`src/offload_pkg.sv`:
```
/*
 * Offload request and response definitions
 * Field widths, payload types and target address codes
 */
package offload_pkg;

  // ----------------------------------------
  // Field widths
  // ----------------------------------------
  localparam int unsigned IdWidth   = 5;
  localparam int unsigned DataWidth = 32;
  localparam int unsigned AddrWidth = 2;
  localparam int unsigned OpWidth   = 32;

  // ----------------------------------------
  // Field types
  // ----------------------------------------
  typedef logic [IdWidth-1:0]   id_t;
  typedef logic [AddrWidth-1:0] addr_t;
  typedef logic [DataWidth-1:0] data_t;
  typedef logic [OpWidth-1:0]   op_t;

  // ----------------------------------------
  // Target decode
  // ----------------------------------------
  // External accelerator port
  localparam addr_t TargetAcc = 2'd0;
  // Stream configuration registers
  localparam addr_t TargetCfg = 2'd1;
  // Remaining addresses fall through to the error responder

endpackage

```
`src/ssr_cfg_pkg.sv`:
```
/*
 * Stream configuration unit definitions
 * Opcodes, register count and word types
 */
package ssr_cfg_pkg;

  // Register file size
  localparam int unsigned NumCfgWords  = 8;
  localparam int unsigned CfgWordWidth = $clog2(NumCfgWords);
  localparam int unsigned CfgDataWidth = 32;

  // Register index, low bits of operand b
  typedef logic [CfgWordWidth-1:0] cfg_word_t;
  typedef logic [CfgDataWidth-1:0] cfg_data_t;

  // Opcodes, anything other than a write reads
  localparam logic [31:0] CfgOpRead  = 32'd1;
  localparam logic [31:0] CfgOpWrite = 32'd2;

endpackage

```
`src/offload_credit_if.sv`:
```
/*
 * Credit based push channel
 * Carries one offload request per valid cycle and a credit return
 */
`timescale 1ns/1ns

interface offload_credit_if;
  import offload_pkg::*;

  // Request push, one credit spent per valid cycle
  logic  valid;
  id_t   id;
  addr_t addr;
  op_t   op;
  data_t arga;
  data_t argb;

  // One pulse per freed queue entry
  logic  credit;

  modport issuer (
    output valid, id, addr, op, arga, argb,
    input  credit
  );

  modport receiver (
    input  valid, id, addr, op, arga, argb,
    output credit
  );

endinterface

```
`src/offload_issue.sv`:
```
/*
 * Offload issue stage
 * Accepts requests while credits remain and pushes them to the queue
 */
`timescale 1ns/1ns

module offload_issue #(
  parameter int unsigned QueueDepth = 4
) (
  input  logic                clk_i,
  input  logic                rst_ni,
  input  logic                req_valid_i,
  input  offload_pkg::id_t    req_id_i,
  input  offload_pkg::addr_t  req_addr_i,
  input  offload_pkg::op_t    req_op_i,
  input  offload_pkg::data_t  req_arga_i,
  input  offload_pkg::data_t  req_argb_i,
  output logic                req_ready_o,
  offload_credit_if.issuer    push_o
);

  localparam int unsigned CntWidth = $clog2(QueueDepth + 1);

  logic [CntWidth-1:0] credit_cnt_q;
  logic                issue_en_q;
  logic                push;

  // Ready as long as one queue slot is known free
  assign req_ready_o = issue_en_q && (credit_cnt_q != '0);
  assign push        = req_valid_i && req_ready_o;

  // Fields go straight through, the queue captures them on push
  assign push_o.valid = push;
  assign push_o.id    = req_id_i;
  assign push_o.addr  = req_addr_i;
  assign push_o.op    = req_op_i;
  assign push_o.arga  = req_arga_i;
  assign push_o.argb  = req_argb_i;

  // Credit counter, starts with the whole queue free
  always_ff @(posedge clk_i) begin
    if (rst_ni) begin
      credit_cnt_q <= CntWidth'(QueueDepth);
      issue_en_q   <= 1'b0;
    end else begin
      issue_en_q <= 1'b1;
      case ({push, push_o.credit})
        2'b10:   credit_cnt_q <= credit_cnt_q - CntWidth'(1);
        2'b01:   credit_cnt_q <= credit_cnt_q + CntWidth'(1);
        default: credit_cnt_q <= credit_cnt_q;
      endcase
    end
  end

endmodule

```
`src/offload_queue.sv`:
```
/*
 * Offload request queue
 * Circular FIFO, returns one credit per popped entry
 */
`timescale 1ns/1ns

module offload_queue #(
  parameter int unsigned QueueDepth = 4
) (
  input  logic                clk_i,
  input  logic                rst_ni,
  offload_credit_if.receiver  push_i,
  output logic                head_valid_o,
  output offload_pkg::id_t    head_id_o,
  output offload_pkg::addr_t  head_addr_o,
  output offload_pkg::op_t    head_op_o,
  output offload_pkg::data_t  head_arga_o,
  output offload_pkg::data_t  head_argb_o,
  input  logic                pop_i
);
  import offload_pkg::*;

  localparam int unsigned PtrWidth = (QueueDepth > 1) ? $clog2(QueueDepth) : 1;
  localparam int unsigned CntWidth = $clog2(QueueDepth + 1);

  id_t   mem_id   [QueueDepth];
  addr_t mem_addr [QueueDepth];
  op_t   mem_op   [QueueDepth];
  data_t mem_arga [QueueDepth];
  data_t mem_argb [QueueDepth];

  logic [PtrWidth-1:0] wr_ptr_q, rd_ptr_q;
  logic [CntWidth-1:0] count_q;
  logic                do_pop;
  logic                credit_q;

  function automatic logic [PtrWidth-1:0] next_ptr(input logic [PtrWidth-1:0] ptr);
    if (ptr == PtrWidth'(QueueDepth - 1)) return '0;
    return ptr + PtrWidth'(1);
  endfunction

  assign head_valid_o = (count_q != '0);
  assign do_pop       = pop_i && head_valid_o;

  assign head_id_o   = mem_id[rd_ptr_q];
  assign head_addr_o = mem_addr[rd_ptr_q];
  assign head_op_o   = mem_op[rd_ptr_q];
  assign head_arga_o = mem_arga[rd_ptr_q];
  assign head_argb_o = mem_argb[rd_ptr_q];

  assign push_i.credit = credit_q;

  // Storage, the credit scheme guarantees a free slot on every push
  always_ff @(posedge clk_i) begin
    if (push_i.valid) begin
      mem_id[wr_ptr_q]   <= push_i.id;
      mem_addr[wr_ptr_q] <= push_i.addr;
      mem_op[wr_ptr_q]   <= push_i.op;
      mem_arga[wr_ptr_q] <= push_i.arga;
      mem_argb[wr_ptr_q] <= push_i.argb;
    end
  end

  always_ff @(posedge clk_i) begin
    if (rst_ni) begin
      wr_ptr_q <= '0;
      rd_ptr_q <= '0;
      count_q  <= '0;
      credit_q <= 1'b0;
    end else begin
      if (push_i.valid) wr_ptr_q <= next_ptr(wr_ptr_q);
      if (do_pop)       rd_ptr_q <= next_ptr(rd_ptr_q);
      case ({push_i.valid, do_pop})
        2'b10:   count_q <= count_q + CntWidth'(1);
        2'b01:   count_q <= count_q - CntWidth'(1);
        default: count_q <= count_q;
      endcase
      // Freed slot goes back to the issuer next cycle
      credit_q <= do_pop;
    end
  end

endmodule

```
`src/ssr_cfg_unit.sv`:
```
/*
 * Stream configuration register unit
 * Reads and writes configuration words, one request at a time
 */
`timescale 1ns/1ns

module ssr_cfg_unit (
  input  logic                clk_i,
  input  logic                rst_ni,
  input  logic                req_valid_i,
  input  offload_pkg::id_t    req_id_i,
  input  offload_pkg::op_t    req_op_i,
  input  offload_pkg::data_t  req_arga_i,
  input  offload_pkg::data_t  req_argb_i,
  output logic                req_ready_o,
  output logic                rsp_valid_o,
  output offload_pkg::id_t    rsp_id_o,
  output offload_pkg::data_t  rsp_data_o,
  input  logic                rsp_ready_i
);
  import offload_pkg::*;
  import ssr_cfg_pkg::*;

  cfg_data_t cfg_q [NumCfgWords];
  cfg_word_t word;
  logic      is_write;
  logic      accept;
  logic      rsp_valid_q;
  id_t       rsp_id_q;
  data_t     rsp_data_q;

  assign word     = req_argb_i[CfgWordWidth-1:0];
  assign is_write = (req_op_i == CfgOpWrite);

  // Idle once the previous response has been taken
  assign req_ready_o = !rsp_valid_q;
  assign accept      = req_valid_i && req_ready_o;

  assign rsp_valid_o = rsp_valid_q;
  assign rsp_id_o    = rsp_id_q;
  assign rsp_data_o  = rsp_data_q;

  always_ff @(posedge clk_i) begin
    if (rst_ni) begin
      rsp_valid_q <= 1'b0;
      for (int i = 0; i < NumCfgWords; i++) cfg_q[i] <= '0;
    end else begin
      if (accept) begin
        rsp_valid_q <= 1'b1;
        if (is_write) cfg_q[word] <= req_arga_i;
      end else if (rsp_ready_i) begin
        rsp_valid_q <= 1'b0;
      end
    end
  end

  // Writes answer with the old value and id 0, so nothing is written back
  always_ff @(posedge clk_i) begin
    if (accept) begin
      rsp_id_q   <= is_write ? id_t'(0) : req_id_i;
      rsp_data_q <= cfg_q[word];
    end
  end

endmodule

```
`src/offload_dispatch.sv`:
```
/*
 * Offload dispatcher
 * Routes queue heads by target and merges all responses round-robin
 */
`timescale 1ns/1ns

module offload_dispatch (
  input  logic                clk_i,
  input  logic                rst_ni,
  input  logic                head_valid_i,
  input  offload_pkg::id_t    head_id_i,
  input  offload_pkg::addr_t  head_addr_i,
  input  offload_pkg::op_t    head_op_i,
  input  offload_pkg::data_t  head_arga_i,
  input  offload_pkg::data_t  head_argb_i,
  output logic                pop_o,
  output logic                acc_q_valid_o,
  output offload_pkg::id_t    acc_q_id_o,
  output offload_pkg::op_t    acc_q_op_o,
  output offload_pkg::data_t  acc_q_arga_o,
  output offload_pkg::data_t  acc_q_argb_o,
  input  logic                acc_q_ready_i,
  input  logic                acc_p_valid_i,
  input  offload_pkg::id_t    acc_p_id_i,
  input  offload_pkg::data_t  acc_p_data_i,
  input  logic                acc_p_error_i,
  output logic                acc_p_ready_o,
  output logic                resp_valid_o,
  output offload_pkg::id_t    resp_id_o,
  output offload_pkg::data_t  resp_data_o,
  output logic                resp_error_o,
  input  logic                resp_ready_i
);
  import offload_pkg::*;

  localparam int unsigned NumSrc = 3;
  localparam logic [1:0]  SrcAcc = 2'd0;
  localparam logic [1:0]  SrcCfg = 2'd1;
  localparam logic [1:0]  SrcErr = 2'd2;

  logic  to_acc, to_cfg, to_err;
  logic  cfg_req_ready;
  logic  cfg_rsp_valid, cfg_rsp_ready;
  id_t   cfg_rsp_id;
  data_t cfg_rsp_data;
  logic  err_take, err_valid_q;
  id_t   err_id_q;
  logic  [NumSrc-1:0] src_valid, src_error;
  id_t   src_id   [NumSrc];
  data_t src_data [NumSrc];
  logic  [1:0] grant, rr_q;
  logic  resp_hs;

  // ----------------------------------------
  // Target decode
  // ----------------------------------------
  assign to_acc = head_valid_i && (head_addr_i == TargetAcc);
  assign to_cfg = head_valid_i && (head_addr_i == TargetCfg);
  assign to_err = head_valid_i && !(head_addr_i inside {TargetAcc, TargetCfg});

  assign acc_q_valid_o = to_acc;
  assign acc_q_id_o    = head_id_i;
  assign acc_q_op_o    = head_op_i;
  assign acc_q_arga_o  = head_arga_i;
  assign acc_q_argb_o  = head_argb_i;

  assign err_take = to_err && !err_valid_q;
  assign pop_o    = (to_acc && acc_q_ready_i) || (to_cfg && cfg_req_ready) || err_take;

  ssr_cfg_unit i_ssr_cfg_unit (
    .clk_i       (clk_i),
    .rst_ni      (rst_ni),
    .req_valid_i (to_cfg),
    .req_id_i    (head_id_i),
    .req_op_i    (head_op_i),
    .req_arga_i  (head_arga_i),
    .req_argb_i  (head_argb_i),
    .req_ready_o (cfg_req_ready),
    .rsp_valid_o (cfg_rsp_valid),
    .rsp_id_o    (cfg_rsp_id),
    .rsp_data_o  (cfg_rsp_data),
    .rsp_ready_i (cfg_rsp_ready)
  );

  // Error slot holds one undecoded request until its response leaves
  always_ff @(posedge clk_i) begin
    if (rst_ni) begin
      err_valid_q <= 1'b0;
    end else if (err_take) begin
      err_valid_q <= 1'b1;
    end else if (resp_hs && (grant == SrcErr)) begin
      err_valid_q <= 1'b0;
    end
  end

  always_ff @(posedge clk_i) begin
    if (err_take) err_id_q <= head_id_i;
  end

  // ----------------------------------------
  // Response arbiter
  // ----------------------------------------
  assign src_valid = {err_valid_q, cfg_rsp_valid, acc_p_valid_i};
  assign src_error = {1'b1, 1'b0, acc_p_error_i};
  assign src_id[SrcAcc]   = acc_p_id_i;
  assign src_id[SrcCfg]   = cfg_rsp_id;
  assign src_id[SrcErr]   = err_id_q;
  assign src_data[SrcAcc] = acc_p_data_i;
  assign src_data[SrcCfg] = cfg_rsp_data;
  assign src_data[SrcErr] = '0;

  // First valid source at or after the round-robin pointer
  always_comb begin : rr_select
    int unsigned idx;
    grant        = SrcAcc;
    resp_valid_o = 1'b0;
    for (int unsigned i = 0; i < NumSrc; i++) begin
      idx = (rr_q + i) % NumSrc;
      if (!resp_valid_o && src_valid[idx]) begin
        resp_valid_o = 1'b1;
        grant        = 2'(idx);
      end
    end
  end

  assign resp_id_o    = src_id[grant];
  assign resp_data_o  = src_data[grant];
  assign resp_error_o = src_error[grant];
  assign resp_hs      = resp_valid_o && resp_ready_i;

  assign acc_p_ready_o = resp_hs && (grant == SrcAcc);
  assign cfg_rsp_ready = resp_hs && (grant == SrcCfg);

  always_ff @(posedge clk_i) begin
    if (rst_ni) begin
      rr_q <= SrcAcc;
    end else if (resp_hs) begin
      rr_q <= (grant == SrcErr) ? SrcAcc : grant + 2'd1;
    end
  end

endmodule

```
`src/offload_top.sv`:
```
/*
 * Offload path top level
 * Issue stage, request queue and dispatcher behind plain valid/ready ports
 */
`timescale 1ns/1ns

module offload_top #(
  parameter int unsigned QueueDepth = 4
) (
  input  logic                clk_i,
  input  logic                rst_ni,
  // Incoming requests
  input  logic                req_valid_i,
  input  offload_pkg::id_t    req_id_i,
  input  offload_pkg::addr_t  req_addr_i,
  input  offload_pkg::op_t    req_op_i,
  input  offload_pkg::data_t  req_arga_i,
  input  offload_pkg::data_t  req_argb_i,
  output logic                req_ready_o,
  // External accelerator request
  output logic                acc_q_valid_o,
  output offload_pkg::id_t    acc_q_id_o,
  output offload_pkg::op_t    acc_q_op_o,
  output offload_pkg::data_t  acc_q_arga_o,
  output offload_pkg::data_t  acc_q_argb_o,
  input  logic                acc_q_ready_i,
  // External accelerator response
  input  logic                acc_p_valid_i,
  input  offload_pkg::id_t    acc_p_id_i,
  input  offload_pkg::data_t  acc_p_data_i,
  input  logic                acc_p_error_i,
  output logic                acc_p_ready_o,
  // Merged responses
  output logic                resp_valid_o,
  output offload_pkg::id_t    resp_id_o,
  output offload_pkg::data_t  resp_data_o,
  output logic                resp_error_o,
  input  logic                resp_ready_i
);
  import offload_pkg::*;

  offload_credit_if push_if ();

  logic  head_valid, pop;
  id_t   head_id;
  addr_t head_addr;
  op_t   head_op;
  data_t head_arga, head_argb;

  offload_issue #(.QueueDepth(QueueDepth)) i_offload_issue (
    .clk_i, .rst_ni,
    .req_valid_i, .req_id_i, .req_addr_i, .req_op_i, .req_arga_i, .req_argb_i,
    .req_ready_o,
    .push_o (push_if.issuer)
  );

  offload_queue #(.QueueDepth(QueueDepth)) i_offload_queue (
    .clk_i, .rst_ni,
    .push_i       (push_if.receiver),
    .head_valid_o (head_valid),
    .head_id_o    (head_id),
    .head_addr_o  (head_addr),
    .head_op_o    (head_op),
    .head_arga_o  (head_arga),
    .head_argb_o  (head_argb),
    .pop_i        (pop)
  );

  offload_dispatch i_offload_dispatch (
    .clk_i, .rst_ni,
    .head_valid_i (head_valid),
    .head_id_i    (head_id),
    .head_addr_i  (head_addr),
    .head_op_i    (head_op),
    .head_arga_i  (head_arga),
    .head_argb_i  (head_argb),
    .pop_o        (pop),
    .acc_q_valid_o, .acc_q_id_o, .acc_q_op_o, .acc_q_arga_o, .acc_q_argb_o,
    .acc_q_ready_i,
    .acc_p_valid_i, .acc_p_id_i, .acc_p_data_i, .acc_p_error_i, .acc_p_ready_o,
    .resp_valid_o, .resp_id_o, .resp_data_o, .resp_error_o, .resp_ready_i
  );

endmodule

```
`config.mk`:
```
export PLATFORM = sky130hd
export DESIGN_NAME = offload_top
export DESIGN_NICKNAME = d
export VERILOG_FILES = /design/src/offload_pkg.sv /design/src/ssr_cfg_pkg.sv /design/src/offload_credit_if.sv /design/src/offload_issue.sv /design/src/offload_queue.sv /design/src/ssr_cfg_unit.sv /design/src/offload_dispatch.sv /design/src/offload_top.sv
export SDC_FILE = /design/constraint.sdc
export NUM_CORES = 1
export LEC_CHECK = 0
export BUFFER_PORTS_ARGS = -buffer_cell sky130_fd_sc_hd__buf_2
export CAP_MARGIN = 0
export CORE_UTILIZATION = 30
export CTS_CLUSTER_SIZE = 20
export DETAILED_ROUTE_END_ITERATION = 8
export MAX_ROUTING_LAYER = met4
export PLACE_DENSITY = 0.52
export SYNTH_ARGS = -nofsm -noshare
export SYNTH_HDL_FRONTEND = slang
export SYNTH_SLANG_ARGS = --single-unit
```
`constraint.sdc`:
```
create_clock -name clk_i -period 3.8 [get_ports clk_i]
set_clock_uncertainty 0.1 [all_clocks]
set_input_delay 0.57 -clock clk_i [delete_from_list [all_inputs] [get_ports clk_i]]
set_output_delay 0.57 -clock clk_i [all_outputs]
set_load 0.005 [all_outputs]
```
==> results.yml, run 1 <==
run_status:
  status: "finished, final reports clean"
critical_path:
  critPathMaxFanout: 92
  reg2reg_to: "i_offload_dispatch.i_ssr_cfg_unit.cfg_q[5][8]"
  slowest_delay_ns: 0.46
  path_cells: "buf_12, buf_12, mux2_2, o21ai_1, inv_1, buf_2"
  crit_top_cell: "buf_12"
  start_kind: "register"
  cp_slowest_cell: "dfxtp_4"
  arrival_ns: 2.97
  required_ns: 3.13
  ff2ff_path_depth: 9
  critPathCaptureType: "output port"
  crit_type: "reg -> out"
  r2r_setup_slack_ns: 0.44
power_and_ir_drop:
  vdd_ir_drop_max_mv: 0.326
  power_density_nw_per_um2: 646
  p_leak_nw: 12.6
  fin_total_pwr_mw: 22.8
sta:
  hold_viol: 0
  tightest_slew_ns: 0.792
  finalCritPeriodShare_pct: 95.8
  rsz0062_at_grt: "false"
  slew_violations: 0
  final-setup-viol-count: 0
  min_period_ns: 3.64
  fin_setup_tns_ns: 0
  maxSlewHeadroom_pct: 47.2
  fmax_ghz: 0.275
cells_and_area:
  finalNonFillerCells: 3533
  nNetsFinal: 2346
  syn_to_final_growth_pct: 20.9
  drive_gt1_share_pct: 28.7
min_path:
  hold_path_depth: 1
  min_to: "i_offload_queue.mem_arga[0][0]"
  hold_start: "req_arga_i[0]"
  hp-class: "in -> reg"
logic_synthesis:
  synth_nets: 1963
  syn_avg_cell_area_um2: 16.2
  ys_seq_area_share_pct: 74.2
  yosysWarnings: 0
  synthFlopType: "edfxtp_1"
  synth_area_leaders: "edfxtp_1 (73%), mux4_2 (4.2%), nor2_1 (3.8%)"
  synth_common_cells: "edfxtp_1 (710), nor2_1 (297), nand2_1 (124)"
  synth_edf_count: 710
  synth.distinct_cells: 63
  synth_top_area_cell: "edfxtp_1"
  async_reset_ff_share_pct: 0
  netlist.area_leader.share_pct: 72.9
  synth_area_um2: 29200
  postSynthCellCount: 1805
  yosysMostFrequentCell: "edfxtp_1"
  ys_ff_latch: 728
placement:
  place_congestion: 0.800
  dp_cells: 3382
  dp_hpwl_um: 50400
  port_buffers: 289
clocking:
  htreeDepth: 3
  postCtsHoldBufs: 0
  insertion_delay_ns: 0.63
  cts_tree: "done"
  clock-sinks: 728
  clk_pin_slew_worst_paths_ns: 0.06
  numCtsBuffers: 75
  cts-root-buf: "clkbuf_16"
  cts.path.max_buffers: 3
global_route:
  grt_max_degree: 94
  grt_antenna_before_repair: 11
  gr-total-overflow: 0
  grt_use_total_pct: 16.1
  grt_first_pass_wirelength_um: 114000
  grt_pass1_vias: 17300
run:
  maxCapViolations: 0
routing:
  drtPass1Iterations: 5
  drt_iter0_markers: 1299
  route.detailed.drc: 0
  routed_via_density: 4.74
  vias: 16700
  antenna_left: 0
  drt_wl_total_um: 77500
  wl_per_cell_um: 21.9
floorplanning:
  initial_core_util_pct: 30.3
  dieHeight_um: 314
  die_area_um2: 98700
  rows: 114
  ios: 290
  core_area_um2: 96600
  die_w_um: 314
registers in the layout, summed over array words and instances, names as in the netlist, 5 cells and up, named ones only:
| name | count |
|---|---|
| i_offload_dispatch.i_ssr_cfg_unit.cfg_q | 256 |
| i_offload_queue.mem_arga | 128 |
| i_offload_queue.mem_argb | 128 |
| i_offload_queue.mem_op | 128 |
| i_offload_dispatch.i_ssr_cfg_unit.rsp_data_o | 32 |
| i_offload_queue.mem_id | 20 |
| i_offload_queue.mem_addr | 8 |
| i_offload_dispatch.err_id_q | 5 |
| i_offload_dispatch.i_ssr_cfg_unit.rsp_id_o | 5 |
critical path, delay by kind of cell (launching register included):
family	cells	cell delay, ns
mux	1	0.41
compound gates	1	0.35
buf+inv	4	0.83
flops	1	0.46
per-layer routing:
metal	track usage [%]	routed length [µm]
met2	25.9	38200
met4	5.41	1760
met3	3.02	4770
met1	20.5	32800
met5	-	0
worst max path at each step:
stage          cells after the start  slack [ns]                                            end                  startpoint
6_report                           6        0.16                               acc_q_arga_o[13]                    register
5_1_grt                            9        0.02                                resp_data_o[21]  i_offload_dispatch.rr_q[0]
4_1_cts                            9        0.02                                resp_data_o[21]  i_offload_dispatch.rr_q[0]
3_5_place_dp                       8        0.39  i_offload_dispatch.i_ssr_cfg_unit.cfg_q[6][8]                    register
3_3_place_gp                       8        0.30  i_offload_dispatch.i_ssr_cfg_unit.cfg_q[5][8]                    register
2_1_floorplan                      8        0.09  i_offload_dispatch.i_ssr_cfg_unit.cfg_q[0][0]                    register
per-stage QoR:
stage               util [%]  hold slack [ns]  worst slack (ns)  cell area (µm²)
detailed placement      34.1            0.384             0.386            32900
global route            36.6           0.0324            0.0154            35400
global placement        34.1            0.368             0.295            32900
floorplan                  -            0.356            0.0866            29200
finish                  36.6           0.0493             0.161            35400
CTS                     36.6          0.00686            0.0154            35300
logic make-up (layout without fill, tap and decap cells):
| logic type | after synthesis | after routing | synth area share, % |
|---|---|---|---|
| xor gates and xnor gates | 4 | 4 | 0.120 |
| AOI/OAI and AO/OA | 208 | 208 | 4.68 |
| adders and majority gates | 13 | 13 | 0.591 |
| buffers and inverters | 149 | 591 | 2.52 |
| other | 0 | 10 | 0 |
| muxes | 200 | 200 | 10.4 |
| DFF | 728 | 728 | 74.2 |
| and+or+nand+nor | 503 | 503 | 7.50 |
final cells by class:
cell class	instances	area [µm²]
Fill cell	9116	61200
Sequential cell	728	21700
Multi-Input combinational cell	928	6850
Timing Repair Buffer	409	2670
Clock buffer	94	1990
Tap cell	1276	1600
Clock inverter	42	355
Inverter	46	176
Antenna cell	10	25.0
power breakdown:
group	switching [mW]	leakage (nW)	internal, mW
Combinational	3.72	4.54	2.45
Clock	3.03	1.15	4.06
Sequential	0.208	6.92	9.38
what timing repair did:
| item | CTS | global route |
|---|---|---|
| hold endpoints to repair | 0 | 0 |
| cloned | 0 | 0 |
| gates resized for setup | 2 | 0 |
| pin swaps | 1 | 1 |
| endpoints found under the setup margin | 33 | 20 |
| buffers inserted | 2 | 3 |
cell usage in the layout, fill, tap and decap left out, types with 11 or more instances in the layout:
master	synthesis	routed
edfxtp_1	710	710
clkbuf_1	38	17
a221oi_1	15	15
dfxtp_1	18	16
mux2_2	54	54
mux4_2	55	55
nand2_1	124	124
clkinv_2	0	15
clkbuf_16	0	77
nand3_1	11	11
o21ai_0	49	49
o21ai_1	32	32
buf_12	0	26
buf_4	4	94
a22oi_1	36	36
nor2_1	297	297
clkinv_1	0	15
a21oi_1	30	30
o2bb2ai_1	11	11
buf_2	35	289
mux2i_1	73	73
inv_1	46	45
mux4_1	18	17
Power figures use the tool's default switching activity.
==> run 2: changes to the inputs <==
--- a/constraint.sdc
+++ b/constraint.sdc
@@ -3,3 +3,3 @@
 set_input_delay 0.57 -clock clk_i [delete_from_list [all_inputs] [get_ports clk_i]]
 set_output_delay 0.57 -clock clk_i [all_outputs]
-set_load 0.005 [all_outputs]
+set_load 0.02 [all_outputs]
==> run 2 against run 1 <==
Net effect: worst hold slack improved by 0.0076 ns; power rose by 2.7%; fmax rose by 0.27%; via count rose by 0.19%; critical path depth rose by 3; critical endpoint is now resp_id_o[0]; highest routed layer unchanged; clock power fell by 2%; critical path type unchanged; design area fell by 0.25%; combinational power rose by 12%; flip-flop and latch count did not move; sequential share of layout area rose by 0.15 points.
==> results.yml, run 2 (synthesis gave the netlist of run 1 again) <==
sta:
  final-setup-viol-count: 0
  slew_violations: 0
  min_period_ns: 3.63
  tightest_slew_ns: 0.878
  fmax_ghz: 0.276
  finalCritPeriodShare_pct: 95.5
  layout_setup_ws_ns: 0.171
  hold_viol: 0
  rsz0062_at_grt: "true"
  maxSlewHeadroom_pct: 41.5
global_route:
  grt_antenna_before_repair: 13
  gr-total-overflow: 0
  grt_max_degree: 92
  grt_use_total_pct: 16.3
  grt_first_pass_wirelength_um: 115000
  grt_pass1_vias: 17300
cells_and_area:
  mostFrequentLayoutCells: "edfxtp_1 (710), nor2_1 (297), buf_2 (289), nand2_1 (124), buf_4 (108)"
  final_area_um2: 35300
  nNetsFinal: 2354
  syn_to_final_growth_pct: 20.6
  largest_reg_flops: 256
  top_register: "i_offload_dispatch.i_ssr_cfg_unit.cfg_q"
  layout.cells.most_common: "edfxtp_1"
  drive_gt1_share_pct: 29.0
  nFillCells: 9066
run:
  maxCapViolations: 0
floorplanning:
  die_area_um2: 98700
  initial_core_util_pct: 30.3
  core_area_um2: 96600
  ios: 290
  dieHeight_um: 314
  rows: 114
  die_w_um: 314
critical_path:
  r2r_setup_slack_ns: 0.40
  critPathMaxFanout: 11
  required_ns: 3.13
  critPathCaptureType: "output port"
  ff2ff_path_depth: 8
  arrival_ns: 2.96
  crit_end: "resp_id_o[0]"
  reg2reg_to: "i_offload_dispatch.i_ssr_cfg_unit.cfg_q[0][0]"
  start_kind: "register"
  crit_type: "reg -> out"
  cp-startpoint: "i_offload_dispatch.rr_q[0]"
power_and_ir_drop:
  vdd_ir_drop_max_mv: 0.416
  power_density_nw_per_um2: 665
  p_leak_nw: 12.6
clocking:
  cts.path.max_buffers: 3
  insertion_delay_ns: 0.62
  clk_pin_slew_worst_paths_ns: 0.06
  cts-root-buf: "clkbuf_16"
  clock-sinks: 728
  numCtsBuffers: 75
  htreeDepth: 3
  cts_tree: "done"
routing:
  routed_via_density: 4.74
  antenna_left: 0
  wl_per_cell_um: 22.3
  route.detailed.drc: 0
  drt_wl_total_um: 79000
  drtPass1Iterations: 5
  vias: 16800
  drt_iter0_markers: 1312
placement:
  dpl_cell_area_um2: 32900
  port_buffers: 289
  place_congestion: 0.808
  dp_hpwl_um: 50300
  dp_slack_ns: 0.333
min_path:
  hp-class: "in -> reg"
  hold_path_depth: 1
run_status:
  status: "finished, final reports clean"
[run 2: cell types whose count changed in the layout (fill, tap and decap cells not counted), sizes merged]
cell / previous run / this run
buf: 409 / 417
inv: 48 / 50
diode: 10 / 7
clkbuf: 94 / 90
clkinv: 32 / 34
bufinv: 5 / 3
[run 2: routing by layer]
metal	up-vias	global-route usage [%]	wire length [µm]
met2	483	27.1	39300
li1	7682	-	-
met3	104	3.14	5140
met5	-	-	0
met4	0	5.22	1920
met1	8508	20.1	32700
[run 2: repair_timing]
| action | in CTS | in global routing |
|---|---|---|
| hold buffers | 0 | 0 |
| setup endpoints to repair | 34 | 10 |
| resized for setup | 3 | 1 |
| pin swaps | 1 | 1 |
| cloned | 0 | 0 |
| buffers inserted | 0 | 5 |
[run 2: final cells by class]
type                       count  area (µm²)  share of cell area (%)
antenna                        7        17.5                  0.0497
clock buffer                  90        1960                    5.57
clock inverter                44         325                   0.922
inverter                      46         176                   0.500
multi-input combinational    928        6850                    19.4
sequential                   728       21700                    61.5
tap                         1276        1600                    4.53
timing repair buffer         417        2650                    7.51
[run 2: worst max-delay path: stages (launching register included)]
cell and delay [ns]:
dfxtp_1 0.33, inv_1 0.06, ha_1 0.35, or3b_2 0.45, a21oi_1 0.24, o21a_4 0.27, buf_4 0.16, nor3b_1 0.04
a221o_1 0.28, buf_2 0.17
[run 2: how the worst min path moves through the flow]
stage / start / to
4_1_cts: req_argb_i[4] / i_offload_queue.mem_argb[3][4]
3_5_place_dp: i_offload_queue.rd_ptr_q[0] / register
2_1_floorplan: i_offload_queue.count_q[2] / i_offload_queue.count_q[2]
6_report: req_argb_i[4] / i_offload_queue.mem_argb[3][4]
5_1_grt: req_arga_i[3] / i_offload_queue.mem_arga[2][3]
3_3_place_gp: i_offload_queue.rd_ptr_q[0] / register
[run 2: metrics by stage]
stage	util (%)	total power [mW]	TNS [ns]	hold slack (ns)	std cells
floorplan	-	13.8	0	0.356	1805
global placement	34.1	16.7	0	0.379	3390
detailed placement	34.1	16.7	0	0.379	3390
CTS	36.5	23.8	0	0.0137	3524
global route	36.5	24.5	-0.00706	0.0313	3536
finish	36.5	23.5	0	0.0569	3536
[run 2: report_power, final]
group / leakage [nW] / switching, mW / internal (mW)
Sequential: 6.92 / 0.257 / 9.38
Clock: 1.12 / 3.05 / 3.90
Combinational: 4.56 / 4.41 / 2.48
